File: src/wdt_pkg.sv
package wdt_pkg;

  // Counter and period width unless the top level overrides it
  parameter int CNT_W_DEFAULT = 32;

  // Timer 2 mode bit as held in the CTRL register
  parameter logic MODE_CASCADE     = 1'b0;
  parameter logic MODE_INDEPENDENT = 1'b1;

endpackage

File: src/wdt_reg_pkg.sv
package wdt_reg_pkg;

  parameter int ADDR_W = 5;
  parameter int DATA_W = 32;

  // Register map in byte addresses
  parameter logic [ADDR_W-1:0] ADDR_CTRL      = 5'h00;
  parameter logic [ADDR_W-1:0] ADDR_RESTART   = 5'h04;
  parameter logic [ADDR_W-1:0] ADDR_STATUS    = 5'h08;
  parameter logic [ADDR_W-1:0] ADDR_T1_PERIOD = 5'h0C;
  parameter logic [ADDR_W-1:0] ADDR_T2_PERIOD = 5'h10;

  // CTRL layout
  typedef struct packed {
    logic [DATA_W-3:0] rsvd;
    logic              t2_independent;
    logic              t1_en;
  } reg_ctrl_t;

  // One bit per timer for RESTART and for STATUS (write 1 to clear)
  typedef struct packed {
    logic [DATA_W-3:0] rsvd;
    logic              t2;
    logic              t1;
  } reg_pair_t;

  typedef union packed {
    reg_ctrl_t ctrl;
    reg_pair_t pair;
  } reg_word_u;

endpackage

File: src/wdt_ctrl_if.sv
`timescale 1ns/10ps

interface wdt_ctrl_if #(
  parameter int CNT_W = wdt_pkg::CNT_W_DEFAULT
);

  // Levels from the register block
  logic             t1_en;
  logic             t2_independent;
  logic [CNT_W-1:0] t1_period;
  logic [CNT_W-1:0] t2_period;

  // Single-cycle pulses decoded from a register write
  logic             t1_restart;
  logic             t2_restart;
  logic             t1_service;
  logic             t2_service;

  // Sticky expiry flags from the timers
  logic             t1_expired;
  logic             t2_expired;

  modport regs (
    output t1_en, t2_independent, t1_period, t2_period,
    output t1_restart, t2_restart, t1_service, t2_service,
    input  t1_expired, t2_expired
  );

  modport core (
    input  t1_en, t2_independent, t1_period, t2_period,
    input  t1_restart, t2_restart, t1_service, t2_service,
    output t1_expired, t2_expired
  );

endinterface

File: src/wdt_timer.sv
`timescale 1ns/10ps

module wdt_timer #(
  parameter int CNT_W = wdt_pkg::CNT_W_DEFAULT
) (
  input  logic             clk_i,
  input  logic             reset_i,
  input  logic             count_en_i,
  input  logic             restart_i,
  input  logic             clear_count_i,
  input  logic             service_i,
  input  logic [CNT_W-1:0] period_i,
  output logic             expired_o
);

  logic [CNT_W-1:0] count_q;
  logic             expired_q;
  logic             at_period;

  assign at_period = (count_q == period_i);
  assign expired_o = expired_q;

  always_ff @(posedge clk_i) begin
    if (reset_i) begin
      count_q   <= '0;
      expired_q <= 1'b0;
    end else if (service_i) begin
      count_q   <= '0;
      expired_q <= 1'b0;
    end else if (!expired_q) begin
      // Pet or cascade clear wins over a pending expiry
      if (restart_i || clear_count_i) begin
        count_q <= '0;
      end else if (at_period) begin
        expired_q <= 1'b1;
      end else if (count_en_i) begin
        count_q <= count_q + 1'b1;
      end
    end
    // Expired timer holds its count until serviced
  end

  restart_clears_count: assert property (
    @(posedge clk_i) disable iff (reset_i)
    restart_i && !expired_q |=> count_q == '0
  ) else $error("wdt_timer: restart did not clear the count");

endmodule

File: src/wdt_core.sv
`timescale 1ns/10ps

module wdt_core #(
  parameter int CNT_W = wdt_pkg::CNT_W_DEFAULT
) (
  input  logic       clk_i,
  input  logic       reset_i,
  wdt_ctrl_if.core   ctrl
);

  logic t2_count_en;
  logic t2_clear_count;
  logic cascade_mode;

  assign cascade_mode = (ctrl.t2_independent == wdt_pkg::MODE_CASCADE);

  // In cascade mode timer 2 only runs while timer 1 sits expired
  assign t2_count_en = (ctrl.t2_independent == wdt_pkg::MODE_INDEPENDENT) ?
                       ctrl.t1_en : ctrl.t1_expired;

  // Servicing timer 1 in cascade also rewinds timer 2
  assign t2_clear_count = cascade_mode && ctrl.t1_service;

  wdt_timer #(
    .CNT_W (CNT_W)
  ) t1_timer (
    .clk_i         (clk_i),
    .reset_i       (reset_i),
    .count_en_i    (ctrl.t1_en),
    .restart_i     (ctrl.t1_restart),
    .clear_count_i (1'b0),
    .service_i     (ctrl.t1_service),
    .period_i      (ctrl.t1_period),
    .expired_o     (ctrl.t1_expired)
  );

  wdt_timer #(
    .CNT_W (CNT_W)
  ) t2_timer (
    .clk_i         (clk_i),
    .reset_i       (reset_i),
    .count_en_i    (t2_count_en),
    .restart_i     (ctrl.t2_restart),
    .clear_count_i (t2_clear_count),
    .service_i     (ctrl.t2_service),
    .period_i      (ctrl.t2_period),
    .expired_o     (ctrl.t2_expired)
  );

  // Timer 2 stays parked at zero until timer 1 has expired
  cascade_t2_idle: assert property (
    @(posedge clk_i) disable iff (reset_i)
    cascade_mode && !ctrl.t1_expired && (t2_timer.count_q == '0)
      |=> t2_timer.count_q == '0
  ) else $error("wdt_core: timer 2 counted in cascade mode before timer 1 expired");

endmodule

File: src/wdt_regs.sv
`timescale 1ns/10ps

module wdt_regs #(
  parameter int CNT_W = wdt_pkg::CNT_W_DEFAULT
) (
  input  logic                           clk_i,
  input  logic                           reset_i,
  input  logic                           reg_wr_i,
  input  logic                           reg_rd_i,
  input  logic [wdt_reg_pkg::ADDR_W-1:0] reg_addr_i,
  input  logic [wdt_reg_pkg::DATA_W-1:0] reg_wdata_i,
  output logic [wdt_reg_pkg::DATA_W-1:0] reg_rdata_o,
  output logic                           wdt_irq_o,
  output logic                           wdt_fatal_o,
  wdt_ctrl_if.regs                       ctrl
);

  localparam int DW = wdt_reg_pkg::DATA_W;

  wdt_reg_pkg::reg_word_u wr_word;
  wdt_reg_pkg::reg_word_u rd_word;

  logic             wr_ctrl;
  logic             wr_restart;
  logic             wr_status;
  logic             wr_t1_period;
  logic             wr_t2_period;

  logic             t1_en_q;
  logic             t2_indep_q;
  logic [CNT_W-1:0] t1_period_q;
  logic [CNT_W-1:0] t2_period_q;
  logic             t1_status_q;
  logic             t2_status_q;
  logic             t1_exp_q;
  logic             t2_exp_q;
  logic [DW-1:0]    rdata_q;

  assign wr_word = reg_wdata_i;

  assign wr_ctrl      = reg_wr_i && (reg_addr_i == wdt_reg_pkg::ADDR_CTRL);
  assign wr_restart   = reg_wr_i && (reg_addr_i == wdt_reg_pkg::ADDR_RESTART);
  assign wr_status    = reg_wr_i && (reg_addr_i == wdt_reg_pkg::ADDR_STATUS);
  assign wr_t1_period = reg_wr_i && (reg_addr_i == wdt_reg_pkg::ADDR_T1_PERIOD);
  assign wr_t2_period = reg_wr_i && (reg_addr_i == wdt_reg_pkg::ADDR_T2_PERIOD);

  // Pulses to the core in the same cycle as the write
  assign ctrl.t1_restart = wr_restart && wr_word.pair.t1;
  assign ctrl.t2_restart = wr_restart && wr_word.pair.t2;
  assign ctrl.t1_service = wr_status && wr_word.pair.t1;
  assign ctrl.t2_service = wr_status && wr_word.pair.t2;

  assign ctrl.t1_en          = t1_en_q;
  assign ctrl.t2_independent = t2_indep_q;
  assign ctrl.t1_period      = t1_period_q;
  assign ctrl.t2_period      = t2_period_q;

  always_ff @(posedge clk_i) begin
    if (reset_i) begin
      t1_en_q     <= 1'b0;
      t2_indep_q  <= 1'b0;
      t1_period_q <= '1;
      t2_period_q <= '1;
    end else begin
      if (wr_ctrl) begin
        t1_en_q    <= wr_word.ctrl.t1_en;
        t2_indep_q <= wr_word.ctrl.t2_independent;
      end
      if (wr_t1_period) begin
        t1_period_q <= CNT_W'(reg_wdata_i);
      end
      if (wr_t2_period) begin
        t2_period_q <= CNT_W'(reg_wdata_i);
      end
    end
  end

  // Sticky status set on the expiry edge
  // A new timeout beats a clear
  always_ff @(posedge clk_i) begin
    if (reset_i) begin
      t1_exp_q    <= 1'b0;
      t2_exp_q    <= 1'b0;
      t1_status_q <= 1'b0;
      t2_status_q <= 1'b0;
    end else begin
      t1_exp_q <= ctrl.t1_expired;
      t2_exp_q <= ctrl.t2_expired;
      if (ctrl.t1_expired && !t1_exp_q) begin
        t1_status_q <= 1'b1;
      end else if (ctrl.t1_service) begin
        t1_status_q <= 1'b0;
      end
      if (ctrl.t2_expired && !t2_exp_q) begin
        t2_status_q <= 1'b1;
      end else if (ctrl.t2_service) begin
        t2_status_q <= 1'b0;
      end
    end
  end

  assign wdt_irq_o   = t1_status_q;
  assign wdt_fatal_o = t2_status_q;

  always_comb begin
    rd_word = '0;
    case (reg_addr_i)
      wdt_reg_pkg::ADDR_CTRL: begin
        rd_word.ctrl.t1_en          = t1_en_q;
        rd_word.ctrl.t2_independent = t2_indep_q;
      end
      wdt_reg_pkg::ADDR_STATUS: begin
        rd_word.pair.t1 = t1_status_q;
        rd_word.pair.t2 = t2_status_q;
      end
      wdt_reg_pkg::ADDR_T1_PERIOD: rd_word = DW'(t1_period_q);
      wdt_reg_pkg::ADDR_T2_PERIOD: rd_word = DW'(t2_period_q);
      // RESTART reads back as zero
      default: rd_word = '0;
    endcase
  end

  always_ff @(posedge clk_i) begin
    if (reset_i) begin
      rdata_q <= '0;
    end else if (reg_rd_i) begin
      rdata_q <= rd_word;
    end
  end

  assign reg_rdata_o = rdata_q;

  t1_status_follows_expiry: assert property (
    @(posedge clk_i) disable iff (reset_i)
    $rose(ctrl.t1_expired) |=> t1_status_q
  ) else $error("wdt_regs: timer 1 status not set after expiry");

  t2_status_follows_expiry: assert property (
    @(posedge clk_i) disable iff (reset_i)
    $rose(ctrl.t2_expired) |=> t2_status_q
  ) else $error("wdt_regs: timer 2 status not set after expiry");

endmodule

File: src/wdt_top.sv
`timescale 1ns/10ps

module wdt_top #(
  parameter int CNT_W = wdt_pkg::CNT_W_DEFAULT
) (
  input  logic                           clk_i,
  input  logic                           reset_i,
  input  logic                           reg_wr_i,
  input  logic                           reg_rd_i,
  input  logic [wdt_reg_pkg::ADDR_W-1:0] reg_addr_i,
  input  logic [wdt_reg_pkg::DATA_W-1:0] reg_wdata_i,
  output logic [wdt_reg_pkg::DATA_W-1:0] reg_rdata_o,
  output logic                           wdt_irq_o,
  output logic                           wdt_fatal_o
);

  // Control and status between register block and timers
  wdt_ctrl_if #(
    .CNT_W (CNT_W)
  ) ctrl_if ();

  wdt_regs #(
    .CNT_W (CNT_W)
  ) regs_i (
    .clk_i       (clk_i),
    .reset_i     (reset_i),
    .reg_wr_i    (reg_wr_i),
    .reg_rd_i    (reg_rd_i),
    .reg_addr_i  (reg_addr_i),
    .reg_wdata_i (reg_wdata_i),
    .reg_rdata_o (reg_rdata_o),
    .wdt_irq_o   (wdt_irq_o),
    .wdt_fatal_o (wdt_fatal_o),
    .ctrl        (ctrl_if.regs)
  );

  wdt_core #(
    .CNT_W (CNT_W)
  ) core_i (
    .clk_i   (clk_i),
    .reset_i (reset_i),
    .ctrl    (ctrl_if.core)
  );

endmodule

File: config.mk
export PLATFORM = sky130hd
export DESIGN_NAME = wdt_top
export DESIGN_NICKNAME = d
export VERILOG_FILES = /design/src/wdt_pkg.sv /design/src/wdt_reg_pkg.sv /design/src/wdt_ctrl_if.sv /design/src/wdt_timer.sv /design/src/wdt_core.sv /design/src/wdt_regs.sv /design/src/wdt_top.sv
export SDC_FILE = /design/constraint.sdc
export NUM_CORES = 1
export LEC_CHECK = 0
export BUFFER_PORTS_ARGS = -buffer_cell sky130_fd_sc_hd__buf_2
export CAP_MARGIN = 20
export CELL_PAD_IN_SITES_DETAIL_PLACEMENT = 0
export CELL_PAD_IN_SITES_GLOBAL_PLACEMENT = 1
export CORE_UTILIZATION = 45
export DETAILED_ROUTE_END_ITERATION = 8
export PLACE_DENSITY_LB_ADDON = 0.15
export SLEW_MARGIN = 20
export SYNTH_ARGS = -nofsm -noshare
export SYNTH_HDL_FRONTEND = slang
export SYNTH_SLANG_ARGS = --single-unit
export TNS_END_PERCENT = 1
File: constraint.sdc
create_clock -name clk_i -period 2.7 [get_ports clk_i]
set_input_delay 0.405 -clock clk_i [delete_from_list [all_inputs] [get_ports clk_i]]
set_output_delay 0.405 -clock clk_i [all_outputs]
set_load 0.02 [all_outputs]
==> qor.yml <==
status:
  status: "finished clean"
route:
  wl_met3_mm: 1.022
  post_drt_wl_per_cell_um: 19.26
  postRouteAntennaNets: 0
  dr_wl_met2_mm: 11.32
  route.detailed.drc: 0
  drt_first_pass_iters: 5
  first_iter_violations: 444
  vias_per_cell: 5.798
  totalWireLength_mm: 25.29
  wl_met1_mm: 12.42
  dr.max_layer_used: "met4"
  vias: 7613
cts:
  cts_sinks: 168
  cts_resized: 0
  clockRootBuffer: "clkbuf_16"
  cts_setup_buffers: 0
  htreeDepth: 4
  cts.path.max_buffers: 2
  numCtsBuffers: 17
  clk_pin_slew_ps: 70
  cts_tree: "done"
  cts_hold_buf: 0
  clk_latency_ps: 430
critical_path:
  critical_path_class: "register to register"
  slowest_stage: "dfxtp_1"
  critPathLaunchType: "register"
  path_cells: "xor2_1, nor4_1, nand4_1, o21ai_2, buf_12, and2_4, a221o_1"
  crit_arrival_ps: 2680
  max_stage_delay_ps: 470
  cp_max_fo: 28
  cp_data_required_time_ps: 3080
  critPathCaptureType: "register"
final_layout:
  fin_nets: 1109
  fillCellCount: 1859
  syn_to_final_growth_pct: 13.22
  final_cells: 1313
  diodes: 0
  fin_area_um2: 9732
  drive_above_1_share_pct: 14.92
pwr:
  finalPower_mw: 5.734
  ir_drop_v: 0.0004307
  powerDensity_nw_per_um2: 589.2
  power_leakage_nw: 3.768
synthesis:
  ys.flop_type: "dfxtp_1"
  synth_cell_types: 72
  synthArstFlopShare_pct: 0
  yosys_register_bits: 168
  yosysWarnings: 0
  syn_inst: 1028
  syn-num-nets: 1071
  synth_edf_count: 0
  avgSynthCellArea_um2: 8.362
  syn_area_um2: 8596
  yosysSeqAreaShare_pct: 39.13
place:
  dpl.cell_count: 1281
  placed_cell_area_um2: 9092
  dp_hpwl_mm: 18.10
  portBuffers: 74
  place_congestion: 0.8514
min_path:
  min_path_type: "input pin to register"
timing:
  relSlewSlack_pct: 53.65
  period_share_pct: 85.53
  worst_pin_slew_ps: 695.2
  clock.fmax_ghz: 0.4331
  drv_slew: 0
  finalClockSkew_ps: 9.376
  tns_ps: 0
  period_needed_ps: 2309
  hold_violations: 0
  setup_viol: 0
  rsz0062_at_grt: "no"
grt:
  track_usage_pct: 26.50
  grt_pass1_vias: 7133
  overflow: 0
  grt_pass1_wl_mm: 40.41
  antenna_found_initial: 0
  grt_max_degree: 80
floorplan:
  start_util_pct: 45.95
  fp-row-count: 50
  die_h_um: 140.2
  io_pins: 75
  core_area_um2: 18710
  fp.dieW_um: 140.2
  die_area_um2: 19660
flow_run:
  max_cap_violations: 0
-- worst max-delay path, delay by kind of cell, from the launching register on --
kind | cells | cell delay, ps
buf+inv | 1 | 200
flops | 1 | 470
compound gates | 2 | 480
xor+xnor | 1 | 150
simple gates | 3 | 940
-- Yosys cell counts, drive strengths merged (3+ instances only) --
| library cell | count | area, µm² |
|---|---|---|
| nand2 | 183 | 686.9 |
| dfxtp | 168 | 3363 |
| xor2 | 66 | 578.1 |
| nand3b | 65 | 488.0 |
| nor2 | 62 | 235.2 |
| clkbuf | 50 | 187.7 |
| a22oi | 34 | 255.2 |
| nand3 | 32 | 160.2 |
| a211oi | 31 | 232.7 |
| buf | 31 | 198.9 |
| nor4 | 27 | 209.0 |
| o21ai | 25 | 128.9 |
| nand4 | 20 | 158.9 |
| nor3 | 17 | 90.09 |
| a21oi | 16 | 80.08 |
| inv | 16 | 60.06 |
| o211ai | 16 | 125.1 |
| o311ai | 16 | 140.1 |
| o31ai | 16 | 120.1 |
| o22a | 14 | 122.6 |
| and2 | 10 | 65.07 |
| and3 | 10 | 62.56 |
| or4 | 10 | 75.07 |
| a31oi | 9 | 56.30 |
| or3 | 8 | 50.05 |
| a21o | 6 | 45.04 |
| o41ai | 6 | 52.55 |
| and4 | 5 | 50.05 |
| mux2i | 5 | 50.05 |
| nand2b | 5 | 31.28 |
| nor2b | 5 | 31.28 |
| o21a | 5 | 38.79 |
| or2 | 5 | 31.28 |
| o2bb2ai | 4 | 35.03 |
| mux2 | 3 | 33.78 |
| o22ai | 3 | 18.77 |
-- final cells by class --
class / instances / area (µm²) / share of cell area, %
multi-input combinational: 763 / 4786 / 49.18
timing repair buffer: 100 / 590.6 / 6.068
tap: 234 / 292.8 / 3.008
clock buffer: 17 / 425.4 / 4.371
inverter: 16 / 60.06 / 0.6171
sequential: 168 / 3363 / 34.56
clock inverter: 15 / 214.0 / 2.199
-- power by group --
group | total (mW) | internal (mW) | switching [mW]
combinational | 0.414 | 0.173 | 0.241
sequential | 2.65 | 2.55 | 0.0963
clock | 2.67 | 1.58 | 1.10
-- logic make-up (layout without fill, tap and decap cells) --
group | count (synthesis) | after routing | share of synthesized area, %
buffers and inverters | 97 | 148 | 5.197
AND/OR/NAND/NOR | 472 | 472 | 29.26
AO/OA/AOI/OAI | 215 | 215 | 18.43
XOR/XNOR | 66 | 66 | 6.725
multiplexers | 8 | 8 | 0.9753
flip-flops | 168 | 168 | 39.13
adder cells (fa/ha/maj) | 2 | 2 | 0.2911
-- stage by stage --
stage | hold slack (ps) | utilization [%] | worst slack (ps)
global route | 195.1 | 52.03 | 255.9
detailed placement | 435.6 | 48.61 | 257.4
global placement | 427.2 | 48.61 | 278.6
CTS | 188.5 | 52.03 | 378.0
floorplan | 412.1 | - | 617.2
finish | 199.9 | 52.03 | 390.8
-- flip-flops by register name, summed over array words and instances (netlist names) --
signal and count:
regs_i.reg_rdata_o 32, regs_i.ctrl.t1_period 32, core_i.t2_timer.count_q 32, core_i.t1_timer.count_q 32
regs_i.wdt_fatal_o 1, regs_i.ctrl.t1_en 1, regs_i.ctrl.t2_period 32, regs_i.wdt_irq_o 1
regs_i.t1_exp_q 1, regs_i.ctrl.t2_independent 1, regs_i.t2_exp_q 1, core_i.t1_timer.expired_o 1
core_i.t2_timer.expired_o 1
-- cell usage in the layout (no fill, tap or decap), types with 8 or more instances in the layout --
cell type	count
dfxtp_1	168
nand4_1	16
a22oi_1	34
or4_1	10
and3_1	10
buf_4	24
inv_1	16
nor3_1	16
o22a_1	14
o31ai_1	16
xor2_1	66
a21oi_1	16
and2_1	9
nor4_1	22
o21ai_0	19
clkbuf_16	17
o311ai_0	16
a31oi_1	9
a211oi_1	31
nor2_1	61
buf_2	74
nand3_1	32
o211ai_1	15
nand2_1	183
nand3b_1	65
or3_1	8
-- per-layer routing --
metal / global-route usage [%] / vias to the layer above
met2: 40.87 / 168
li1: - / 3811
met1: 37.71 / 3603
met4: 8.271 / 0
met5: 0 / -
met3: 4.239 / 31
-- final timing paths --
| check | start | endpoint | slack, ps | cells past startpoint |
|---|---|---|---|---|
| max | regs_i.ctrl.t2_period[24] | core_i.t2_timer.count_q[31] | 390 | 7 |
| min | reg_wdata_i[24] | regs_i.ctrl.t1_period[24] | 200 | 3 |
| min reg2reg | regs_i.t1_exp_q | regs_i.wdt_irq_o | 430 | 1 |
| max reg2reg | regs_i.ctrl.t2_period[24] | core_i.t2_timer.count_q[31] | 390 | 7 |
Note: power is estimated with default switching activity, not from simulation.
